===== config.mk =====
export PLATFORM = sky130hd
export DESIGN_NAME = icache_lookup
export DESIGN_NICKNAME = d
export VERILOG_FILES = /design/src/source/icache_lookup_pkg.sv /design/src/source/sp_ram.sv /design/src/source/tag_stage.sv /design/src/source/data_stage.sv /design/src/source/icache_lookup.sv
export SDC_FILE = /design/constraint.sdc
export NUM_CORES = 2
export LEC_CHECK = 0
export BUFFER_PORTS_ARGS = -buffer_cell sky130_fd_sc_hd__clkbuf_2
export CORE_MARGIN = 4
export CORE_UTILIZATION = 30
export CTS_BUF_LIST = sky130_fd_sc_hd__clkbuf_8
export DETAILED_ROUTE_END_ITERATION = 16
export MAX_ROUTING_LAYER = met4
export PLACE_DENSITY = 0.53
export SYNTH_ARGS = -nofsm -noshare
export SYNTH_HDL_FRONTEND = slang
export SYNTH_SLANG_ARGS = --single-unit

===== constraint.sdc =====
create_clock -name clk_i -period 8.3 [get_ports clk_i]
set_input_delay 0 -clock clk_i [delete_from_list [all_inputs] [get_ports clk_i]]
set_output_delay 0 -clock clk_i [all_outputs]
set_load 0.1 [all_outputs]

===== src/source/icache_lookup_pkg.sv =====
// -------------------------------------------------------------------------
// Shared geometry, widths and port structs of the L1 lookup pipeline.
// Import with a wildcard in the module header where needed.
// -------------------------------------------------------------------------
package icache_lookup_pkg;

  localparam int unsigned FETCH_AW    = 32;
  localparam int unsigned LINE_WIDTH  = 64;
  localparam int unsigned LINE_ALIGN  = 3;
  localparam int unsigned COUNT_ALIGN = 4;
  localparam int unsigned LINE_COUNT  = 16;
  localparam int unsigned WAY_COUNT   = 2;
  localparam int unsigned SET_ALIGN   = 1;
  localparam int unsigned TAG_WIDTH   = FETCH_AW - LINE_ALIGN - COUNT_ALIGN;
  localparam int unsigned ID_WIDTH    = 4;

  typedef logic [FETCH_AW-1:0]    addr_t;
  typedef logic [ID_WIDTH-1:0]    id_t;
  typedef logic [COUNT_ALIGN-1:0] index_t;
  typedef logic [SET_ALIGN-1:0]   set_t;
  typedef logic [TAG_WIDTH-1:0]   tag_t;
  typedef logic [LINE_WIDTH-1:0]  line_t;

  // Word stored per way and index in the tag RAM
  typedef struct packed {
    logic valid;
    logic error;
    tag_t tag;
  } tag_entry_t;

  typedef struct packed {
    addr_t addr;
    id_t   id;
  } lookup_req_t;

  typedef struct packed {
    addr_t addr;
    id_t   id;
    set_t  cset;
    logic  hit;
    logic  error;
    line_t data;
  } lookup_rsp_t;

  typedef struct packed {
    index_t index;
    set_t   cset;
    tag_t   tag;
    line_t  data;
    logic   error;
  } refill_t;

  // Tag stage result handed to the data stage
  typedef struct packed {
    addr_t addr;
    id_t   id;
    set_t  cset;
    logic  hit;
    logic  error;
  } tag_rsp_t;

endpackage


===== src/source/sp_ram.sv =====
// -------------------------------------------------------------------------
// Single-port synchronous RAM with registered read data.
// Read data only changes on a read access.
// -------------------------------------------------------------------------
module sp_ram #(
  parameter int unsigned Width = 32,
  parameter int unsigned Depth = 16
) (
  input  logic                     clk_i,
  input  logic                     req_i,
  input  logic                     we_i,
  input  logic [$clog2(Depth)-1:0] addr_i,
  input  logic [Width-1:0]         wdata_i,
  output logic [Width-1:0]         rdata_o
);

  logic [Width-1:0] mem_q [Depth];

  always_ff @(posedge clk_i) begin
    if (req_i) begin
      if (we_i) begin
        mem_q[addr_i] <= wdata_i;
      end else begin
        rdata_o <= mem_q[addr_i];
      end
    end
  end

endmodule


===== src/source/tag_stage.sv =====
// -------------------------------------------------------------------------
// Tag stage of the lookup pipeline: init sweep, tag port arbitration,
// per-way tag RAMs, tag compare and a fall-through response buffer.
// -------------------------------------------------------------------------
module tag_stage import icache_lookup_pkg::*; (
  input  logic        clk_i,
  input  logic        rst_ni,
  input  logic        flush_valid_i,
  input  lookup_req_t in_req_i,
  input  logic        in_valid_i,
  output logic        in_ready_o,
  input  refill_t     refill_i,
  input  logic        write_valid_i,
  output logic        write_ready_o,
  output logic        init_busy_o,
  output tag_rsp_t    tag_rsp_o,
  output logic        tag_valid_o,
  input  logic        tag_ready_i
);

  logic [COUNT_ALIGN:0] init_count_q;
  logic                 init_busy;

  index_t               tag_addr;
  logic [WAY_COUNT-1:0] tag_en;
  logic                 tag_we;
  tag_entry_t           tag_wdata;
  tag_entry_t           tag_rdata [WAY_COUNT];

  logic                 req_ready;
  logic                 accept;
  logic                 req_handshake_q;
  lookup_req_t          tag_req_q;
  logic                 tag_valid_q;

  tag_t                 required_tag;
  logic [WAY_COUNT-1:0] line_hit;
  set_t                 hit_set;
  tag_rsp_t             tag_rsp_s;
  tag_rsp_t             tag_rsp_q;

  // -----------------------------------------------------------------------
  // Init and flush sweep
  // -----------------------------------------------------------------------
  assign init_busy = init_count_q != (COUNT_ALIGN + 1)'(LINE_COUNT);

  // Flush restarts the sweep, but only once the previous one is done
  always_ff @(posedge clk_i or negedge rst_ni) begin
    if (!rst_ni) begin
      init_count_q <= '0;
    end else if (init_busy) begin
      init_count_q <= init_count_q + 1'b1;
    end else if (flush_valid_i) begin
      init_count_q <= '0;
    end
  end

  // -----------------------------------------------------------------------
  // Tag port arbitration: sweep, then refill, then lookup
  // -----------------------------------------------------------------------
  assign req_ready = !tag_valid_q || tag_ready_i;

  always_comb begin
    tag_addr      = in_req_i.addr[LINE_ALIGN +: COUNT_ALIGN];
    tag_en        = '0;
    tag_we        = 1'b0;
    tag_wdata     = '{valid: 1'b1, error: refill_i.error, tag: refill_i.tag};
    write_ready_o = 1'b1;
    in_ready_o    = 1'b0;
    if (init_busy) begin
      tag_addr      = init_count_q[COUNT_ALIGN-1:0];
      tag_en        = '1;
      tag_we        = 1'b1;
      tag_wdata     = '0;
      write_ready_o = 1'b0;
    end else if (write_valid_i) begin
      // Only the selected way takes the refill
      tag_addr               = refill_i.index;
      tag_en[refill_i.cset]  = 1'b1;
      tag_we                 = 1'b1;
    end else if (in_valid_i) begin
      tag_en     = {WAY_COUNT{req_ready}};
      in_ready_o = req_ready;
    end
  end

  assign accept = in_valid_i && in_ready_o;

  for (genvar i = 0; i < WAY_COUNT; i++) begin : gen_ways
    sp_ram #(
      .Width ($bits(tag_entry_t)),
      .Depth (LINE_COUNT)
    ) i_tag_ram (
      .clk_i   (clk_i),
      .req_i   (tag_en[i]),
      .we_i    (tag_we),
      .addr_i  (tag_addr),
      .wdata_i (tag_wdata),
      .rdata_o (tag_rdata[i])
    );

    assign line_hit[i] = tag_rdata[i].valid && (tag_rdata[i].tag == required_tag);
  end

  // -----------------------------------------------------------------------
  // Request register and compare
  // -----------------------------------------------------------------------
  always_ff @(posedge clk_i) begin
    if (accept) begin
      tag_req_q <= in_req_i;
    end
  end

  always_ff @(posedge clk_i or negedge rst_ni) begin
    if (!rst_ni) begin
      tag_valid_q     <= 1'b0;
      req_handshake_q <= 1'b0;
    end else begin
      req_handshake_q <= accept;
      if (accept) begin
        tag_valid_q <= 1'b1;
      end else if (tag_ready_i) begin
        tag_valid_q <= 1'b0;
      end
    end
  end

  assign required_tag = tag_req_q.addr[FETCH_AW-1 -: TAG_WIDTH];

  // Lowest-numbered hitting way wins
  always_comb begin
    hit_set = '0;
    for (int i = WAY_COUNT - 1; i >= 0; i--) begin
      if (line_hit[i]) begin
        hit_set = set_t'(i);
      end
    end
  end

  assign tag_rsp_s.addr  = tag_req_q.addr;
  assign tag_rsp_s.id    = tag_req_q.id;
  assign tag_rsp_s.cset  = hit_set;
  assign tag_rsp_s.hit   = |line_hit;
  assign tag_rsp_s.error = line_hit[hit_set] && tag_rdata[hit_set].error;

  // Fall-through buffer, loaded when fresh RAM data meets a stall
  always_ff @(posedge clk_i) begin
    if (req_handshake_q && !tag_ready_i) begin
      tag_rsp_q <= tag_rsp_s;
    end
  end

  assign tag_rsp_o   = req_handshake_q ? tag_rsp_s : tag_rsp_q;
  assign tag_valid_o = tag_valid_q;
  assign init_busy_o = init_busy;

  // -----------------------------------------------------------------------
  // Assertions
  // -----------------------------------------------------------------------
  a_tag_rsp_stable: assert property (
    @(posedge clk_i) disable iff (!rst_ni)
    tag_valid_o && !tag_ready_i |=> $stable(tag_rsp_o)
  );

endmodule


===== src/source/data_stage.sv =====
// -------------------------------------------------------------------------
// Data stage of the lookup pipeline. Shares the refill with the tag stage,
// reads the line on a hit and buffers the read data under back-pressure.
// -------------------------------------------------------------------------
module data_stage import icache_lookup_pkg::*; (
  input  logic        clk_i,
  input  logic        rst_ni,
  input  logic        init_busy_i,
  input  refill_t     refill_i,
  input  logic        write_valid_i,
  input  tag_rsp_t    tag_rsp_i,
  input  logic        tag_valid_i,
  output logic        tag_ready_o,
  output lookup_rsp_t out_rsp_o,
  output logic        out_valid_o,
  input  logic        out_ready_i
);

  logic [SET_ALIGN+COUNT_ALIGN-1:0] data_addr;
  logic                             data_req;
  logic                             data_write;
  line_t                            data_rdata;

  logic                             tag_take;
  tag_rsp_t                         data_req_q;
  logic                             data_valid_q;
  logic                             read_pending_q;
  line_t                            data_rsp_q;
  line_t                            line_data;

  // -----------------------------------------------------------------------
  // Data port: refill write, otherwise read on a taken hit
  // -----------------------------------------------------------------------
  // Same condition as the tag write so both RAM writes land together
  assign data_write = write_valid_i && !init_busy_i;

  assign tag_ready_o = (!data_valid_q || out_ready_i) && !data_write;
  assign tag_take    = tag_valid_i && tag_ready_o;

  always_comb begin
    data_addr = {tag_rsp_i.cset, tag_rsp_i.addr[LINE_ALIGN +: COUNT_ALIGN]};
    data_req  = tag_take && tag_rsp_i.hit;
    if (data_write) begin
      data_addr = {refill_i.cset, refill_i.index};
      data_req  = 1'b1;
    end
  end

  sp_ram #(
    .Width (LINE_WIDTH),
    .Depth (LINE_COUNT * WAY_COUNT)
  ) i_data_ram (
    .clk_i   (clk_i),
    .req_i   (data_req),
    .we_i    (data_write),
    .addr_i  (data_addr),
    .wdata_i (refill_i.data),
    .rdata_o (data_rdata)
  );

  // -----------------------------------------------------------------------
  // Metadata register and read-data buffer
  // -----------------------------------------------------------------------
  always_ff @(posedge clk_i) begin
    if (tag_take) begin
      data_req_q <= tag_rsp_i;
    end
  end

  always_ff @(posedge clk_i or negedge rst_ni) begin
    if (!rst_ni) begin
      data_valid_q   <= 1'b0;
      read_pending_q <= 1'b0;
    end else begin
      read_pending_q <= tag_take && tag_rsp_i.hit;
      if (tag_take) begin
        data_valid_q <= 1'b1;
      end else if (out_ready_i) begin
        data_valid_q <= 1'b0;
      end
    end
  end

  // Keep the fresh line if the consumer stalls
  always_ff @(posedge clk_i) begin
    if (read_pending_q && !out_ready_i) begin
      data_rsp_q <= data_rdata;
    end
  end

  // Misses return an all-zero line
  always_comb begin
    line_data = '0;
    if (data_req_q.hit) begin
      line_data = read_pending_q ? data_rdata : data_rsp_q;
    end
  end

  assign out_rsp_o.addr  = data_req_q.addr;
  assign out_rsp_o.id    = data_req_q.id;
  assign out_rsp_o.cset  = data_req_q.cset;
  assign out_rsp_o.hit   = data_req_q.hit;
  assign out_rsp_o.error = data_req_q.error;
  assign out_rsp_o.data  = line_data;
  assign out_valid_o     = data_valid_q;

  a_out_rsp_stable: assert property (
    @(posedge clk_i) disable iff (!rst_ni)
    out_valid_o && !out_ready_i |=> $stable(out_rsp_o)
  );

endmodule


===== src/source/icache_lookup.sv =====
// -------------------------------------------------------------------------
// Two-stage L1 instruction-cache lookup: tag stage followed by data stage.
// Refills and flushes enter beside the lookup request stream.
// -------------------------------------------------------------------------
module icache_lookup import icache_lookup_pkg::*; (
  input  logic        clk_i,
  input  logic        rst_ni,
  input  logic        flush_valid_i,
  input  lookup_req_t in_req_i,
  input  logic        in_valid_i,
  output logic        in_ready_o,
  input  refill_t     refill_i,
  input  logic        write_valid_i,
  output logic        write_ready_o,
  output lookup_rsp_t out_rsp_o,
  output logic        out_valid_o,
  input  logic        out_ready_i
);

  tag_rsp_t tag_rsp;
  logic     tag_valid;
  logic     tag_ready;
  logic     init_busy;

  tag_stage i_tag_stage (
    .clk_i         (clk_i),
    .rst_ni        (rst_ni),
    .flush_valid_i (flush_valid_i),
    .in_req_i      (in_req_i),
    .in_valid_i    (in_valid_i),
    .in_ready_o    (in_ready_o),
    .refill_i      (refill_i),
    .write_valid_i (write_valid_i),
    .write_ready_o (write_ready_o),
    .init_busy_o   (init_busy),
    .tag_rsp_o     (tag_rsp),
    .tag_valid_o   (tag_valid),
    .tag_ready_i   (tag_ready)
  );

  data_stage i_data_stage (
    .clk_i         (clk_i),
    .rst_ni        (rst_ni),
    .init_busy_i   (init_busy),
    .refill_i      (refill_i),
    .write_valid_i (write_valid_i),
    .tag_rsp_i     (tag_rsp),
    .tag_valid_i   (tag_valid),
    .tag_ready_o   (tag_ready),
    .out_rsp_o     (out_rsp_o),
    .out_valid_o   (out_valid_o),
    .out_ready_i   (out_ready_i)
  );

endmodule


==> key figures <==
Die
  • Die Width: between 600 and 700 microns
  • Rows: between 200 and 250
  • Initial cell density of the core: 30.1%
  • Overall die height: about 650 microns
  • Die Area: 429,000 sq um
  • Core area: 417,000 sq um
  • I/O pins: between 200 and 250

CTS
  • Clock transition at path regs: 0.06 ns
  • Post-CTS Repair Setup Buffers: 0
  • Clk Latency, worst-skew pair: 1.18 ns
  • CTS Sinks: 3,217
  • Clock root buffer: clkbuf_8
  • Maximum clock insertion buffer count: 4
  • CTS tree: yes
  • H-tree levels: 6
  • Clock buffer count from CTS: about 550

Yosys
  • Cell area after synthesis: 126,000 sq um
  • Top FF cell, synth: edfxtp_1
  • Synth cell types: 56
  • Synth top area cells: edfxtp_1, mux4_2, mux2i_1, nand2_1, a221oi_1
  • EDFF count, synth: ~3,200
  • Mapped Nets: 7,268
  • Yosys warns: 0
  • Sequential-to-total area share from yosys stat: ~77%
  • Cell count after synthesis: a little over 7,000
  • Register bit total from synthesis: around 3,200
  • Yosys top cell by area: edfxtp_1
  • Mean Syn Cell Area: roughly 18 sq um
  • Post-synth ARST share: 0.280%
  • Yosys top cell area share: roughly three quarters

Global route
  • Vias in the first global route: 72,700
  • First-pass GRT wire length: 542 mm
  • Congestion Overflow GR: 0
  • GRT Overall Usage: 17.9%
  • Initial antenna violation count: 36
  • Largest net degree at the start of global routing: 172

Detailed routing
  • Post-route ant nets: 0
  • Avg WL per Cell: 28.0 microns
  • DR pass1 iterations: 5
  • Final wirelength: 383 mm
  • Vias: 72,300
  • Initial DRC count: 7,624
  • Vias per inst: 5.29
  • # DRC: 0

Final layout
  • # fillers: 39,100
  • Commonest cells after routing, fill and taps aside: edfxtp_1, nand2_1, clkbuf_8, mux2i_1, a21oi_1
  • P&R area growth vs syn: 16.1%
  • Commonest non-fill, non-tap cell in the layout: edfxtp_1
  • NumNets Final: 7,906
  • Layout cells sized above 1: 18.2%

STA
  • Final Max Slew Viols: 0
  • Worst Skew: 0.0779 ns
  • Rel. slew slack: 8.05%
  • Fin. Hold Viols: 0
  • F_max: 177 MHz
  • Worst slew pin tran: 1.38 ns
  • Setup TNS: 0 ns
  • Final setup vio count: 0
  • RSZ-0062 raised after global routing: no
  • Tmin final: 5.64 ns
  • Fin crit share: approximately two thirds

Pwr
  • Peak VDD IR: 244 uV
  • Power per standard cell area: roughly 260 nW/um^2
  • Tot Pwr: 37.2 mW
  • Cell leakage power: around 47 nW

Setup path
  • Req. time, crit path: 9.05 ns
  • Crit-path max FO: 69
  • Sequence of cells on the critical path: inv_1 > ha_1 > nand4bb_4 > inv_2 > buf_4 > a21o_1 > o21a_4 > nand2_1 > nor2_4 > buf_12
  • WP data arrival: about 6.4 ns
  • WS Path Type: flop to flop
  • Critical Path Start Type: flop
  • Crit-path max cell delay: 1.05 ns
  • Worst setup EP type: flop
  • Slowest CP cell: nor2_4
  • Sum of buffers and inverters on the critical path: 4
  • Top Family by Delay on Critical Path: simple AND/OR/NAND/NOR gates

Worst hold path
  • Min-delay worst type: input port to flop

Placed design
  • GP Congestion: 0.774
  • Port Buffer Count: 242
  • Post-DP HPWL: 204 mm

Status
  • Status: finished, final reports clean

Run
  • MaxCap Viol Count: 0
-- registers in the layout, indices dropped and copies added, names as in the netlist --
register	cells
i_data_stage.data_rsp_q	64
i_data_stage.i_data_ram.mem_q	2048
i_data_stage.i_data_ram.rdata_o	64
i_data_stage.out_rsp_o	39
i_data_stage.out_valid_o	1
i_data_stage.read_pending_q	1
i_tag_stage.gen_ways.i_tag_ram.mem_q	864
i_tag_stage.gen_ways.i_tag_ram.rdata_o	54
i_tag_stage.init_count_q	5
i_tag_stage.req_handshake_q	1
i_tag_stage.required_tag	25
i_tag_stage.tag_req_q	11
i_tag_stage.tag_rsp_q	39
i_tag_stage.tag_valid_o	1
-- metrics by stage --
step	worst slack [ns]	cell area, sq um	utilization [%]	cells	hold slack (ns)
after detailed placement	2.61	134000	32.1	12500	-0.100
final	2.66	146000	35.0	13700	0.112
after global routing	2.44	146000	35.0	13700	0.0679
after floorplan	1.11	126000	-	7129	-0.296
after CTS	2.57	146000	35.0	13700	0.00154
after global placement	2.72	134000	32.1	12500	-0.103
-- metal layers --
layer  GRT usage (%)  share of wire [%]  up-vias
li1                -                  -    30400
met1            23.0                 41    38000
met2            29.0                 49     3097
met3            3.11                7.4      691
met4            5.18                2.9        0
met5               -                  0        -
-- area by class of cell --
class,instances,area [sq um],share of cell area [%]
Clock buffer,558,7680,5.27
Timing Repair Buffer,615,4890,3.36
Tap cell,5497,6880,4.72
Sequential cell,3217,96600,66.3
Clock inverter,383,2060,1.41
Antenna cell,13,32.5,0.0223
Inverter,10,43.8,0.0301
Multi-Input combinational cell,3376,27500,18.9
-- where the power goes --
group / switching (mW) / total (mW) / internal, mW
clock network: 6.55 / 13.0 / 6.46
logic: 3.26 / 5.18 / 1.91
registers: 0.176 / 19.0 / 18.9
total: 9.99 / 37.2 / 27.2
-- cell usage after synthesis, types with 40 or more instances --
library cell and count:
edfxtp_1 3208, a311o_1 80, a22oi_1 144, clkbuf_1 378
mux2i_1 313, buf_2 100, a211oi_1 211, o211a_1 80
a311oi_1 76, buf_1 41, nor2b_1 69, nand3_1 75
nand2_1 670, nor2_1 58, o221ai_1 105, o21ai_0 156
xnor2_1 40, a21oi_1 270, nand2b_1 80, nor3_1 60
a221oi_1 212, mux4_2 264, and2_1 86, and3_1 77
a31oi_1 57
-- logic make-up (layout without fill, tap and decap cells) --
family          Yosys count  after routing  synth area share, %
buf+inv                 536           1566                 1.74
simple gates           1206           1206                 4.43
flops                  3217           3217                 76.9
fa+ha+maj                 2              2               0.0199
mux                     614            614                 7.57
other cells               0             13                    0
xor+xnor                 52             52                0.363
compound gates         1502           1502                 8.95
-- final timing paths --
| kind | startpoint | slack (ns) | depth (start not counted) | endpoint |
|---|---|---|---|---|
| setup / recovery | i_tag_stage.init_count_q[1] | 2.66 | 10 | i_data_stage.i_data_ram.mem_q[24][30] |
| hold / removal | refill_i[30] | 0.11 | 2 | i_data_stage.i_data_ram.mem_q[11][29] |
| setup reg to reg | i_tag_stage.init_count_q[1] | 2.66 | 10 | i_data_stage.i_data_ram.mem_q[24][30] |
| hold reg to reg | i_tag_stage.tag_req_q[4] | 0.45 | 0 | i_tag_stage.tag_rsp_q[7] |
| max in group asynchronous | rst_ni | 7.78 | 3 | i_data_stage.read_pending_q |
| min in group asynchronous | rst_ni | 0.15 | 3 | i_tag_stage.init_count_q[1] |
-- worst register-to-register path, cell delays in order, from the launching register on --
cell	delay (ns)
dfrtp_1	0.42
inv_1	0.08
ha_1	0.22
nand4bb_4	0.14
inv_2	0.17
buf_4	0.68
a21o_1	0.41
o21a_4	0.79
nand2_1	0.63
nor2_4	1.06
buf_12	0.52
-- what timing repair did --
item / in CTS / in global routing
hold endpoints to repair: 3143 / 0
hold buffers: 201 / 0
gates resized for setup: 0 / 0
Power figures use the tool's default switching activity.
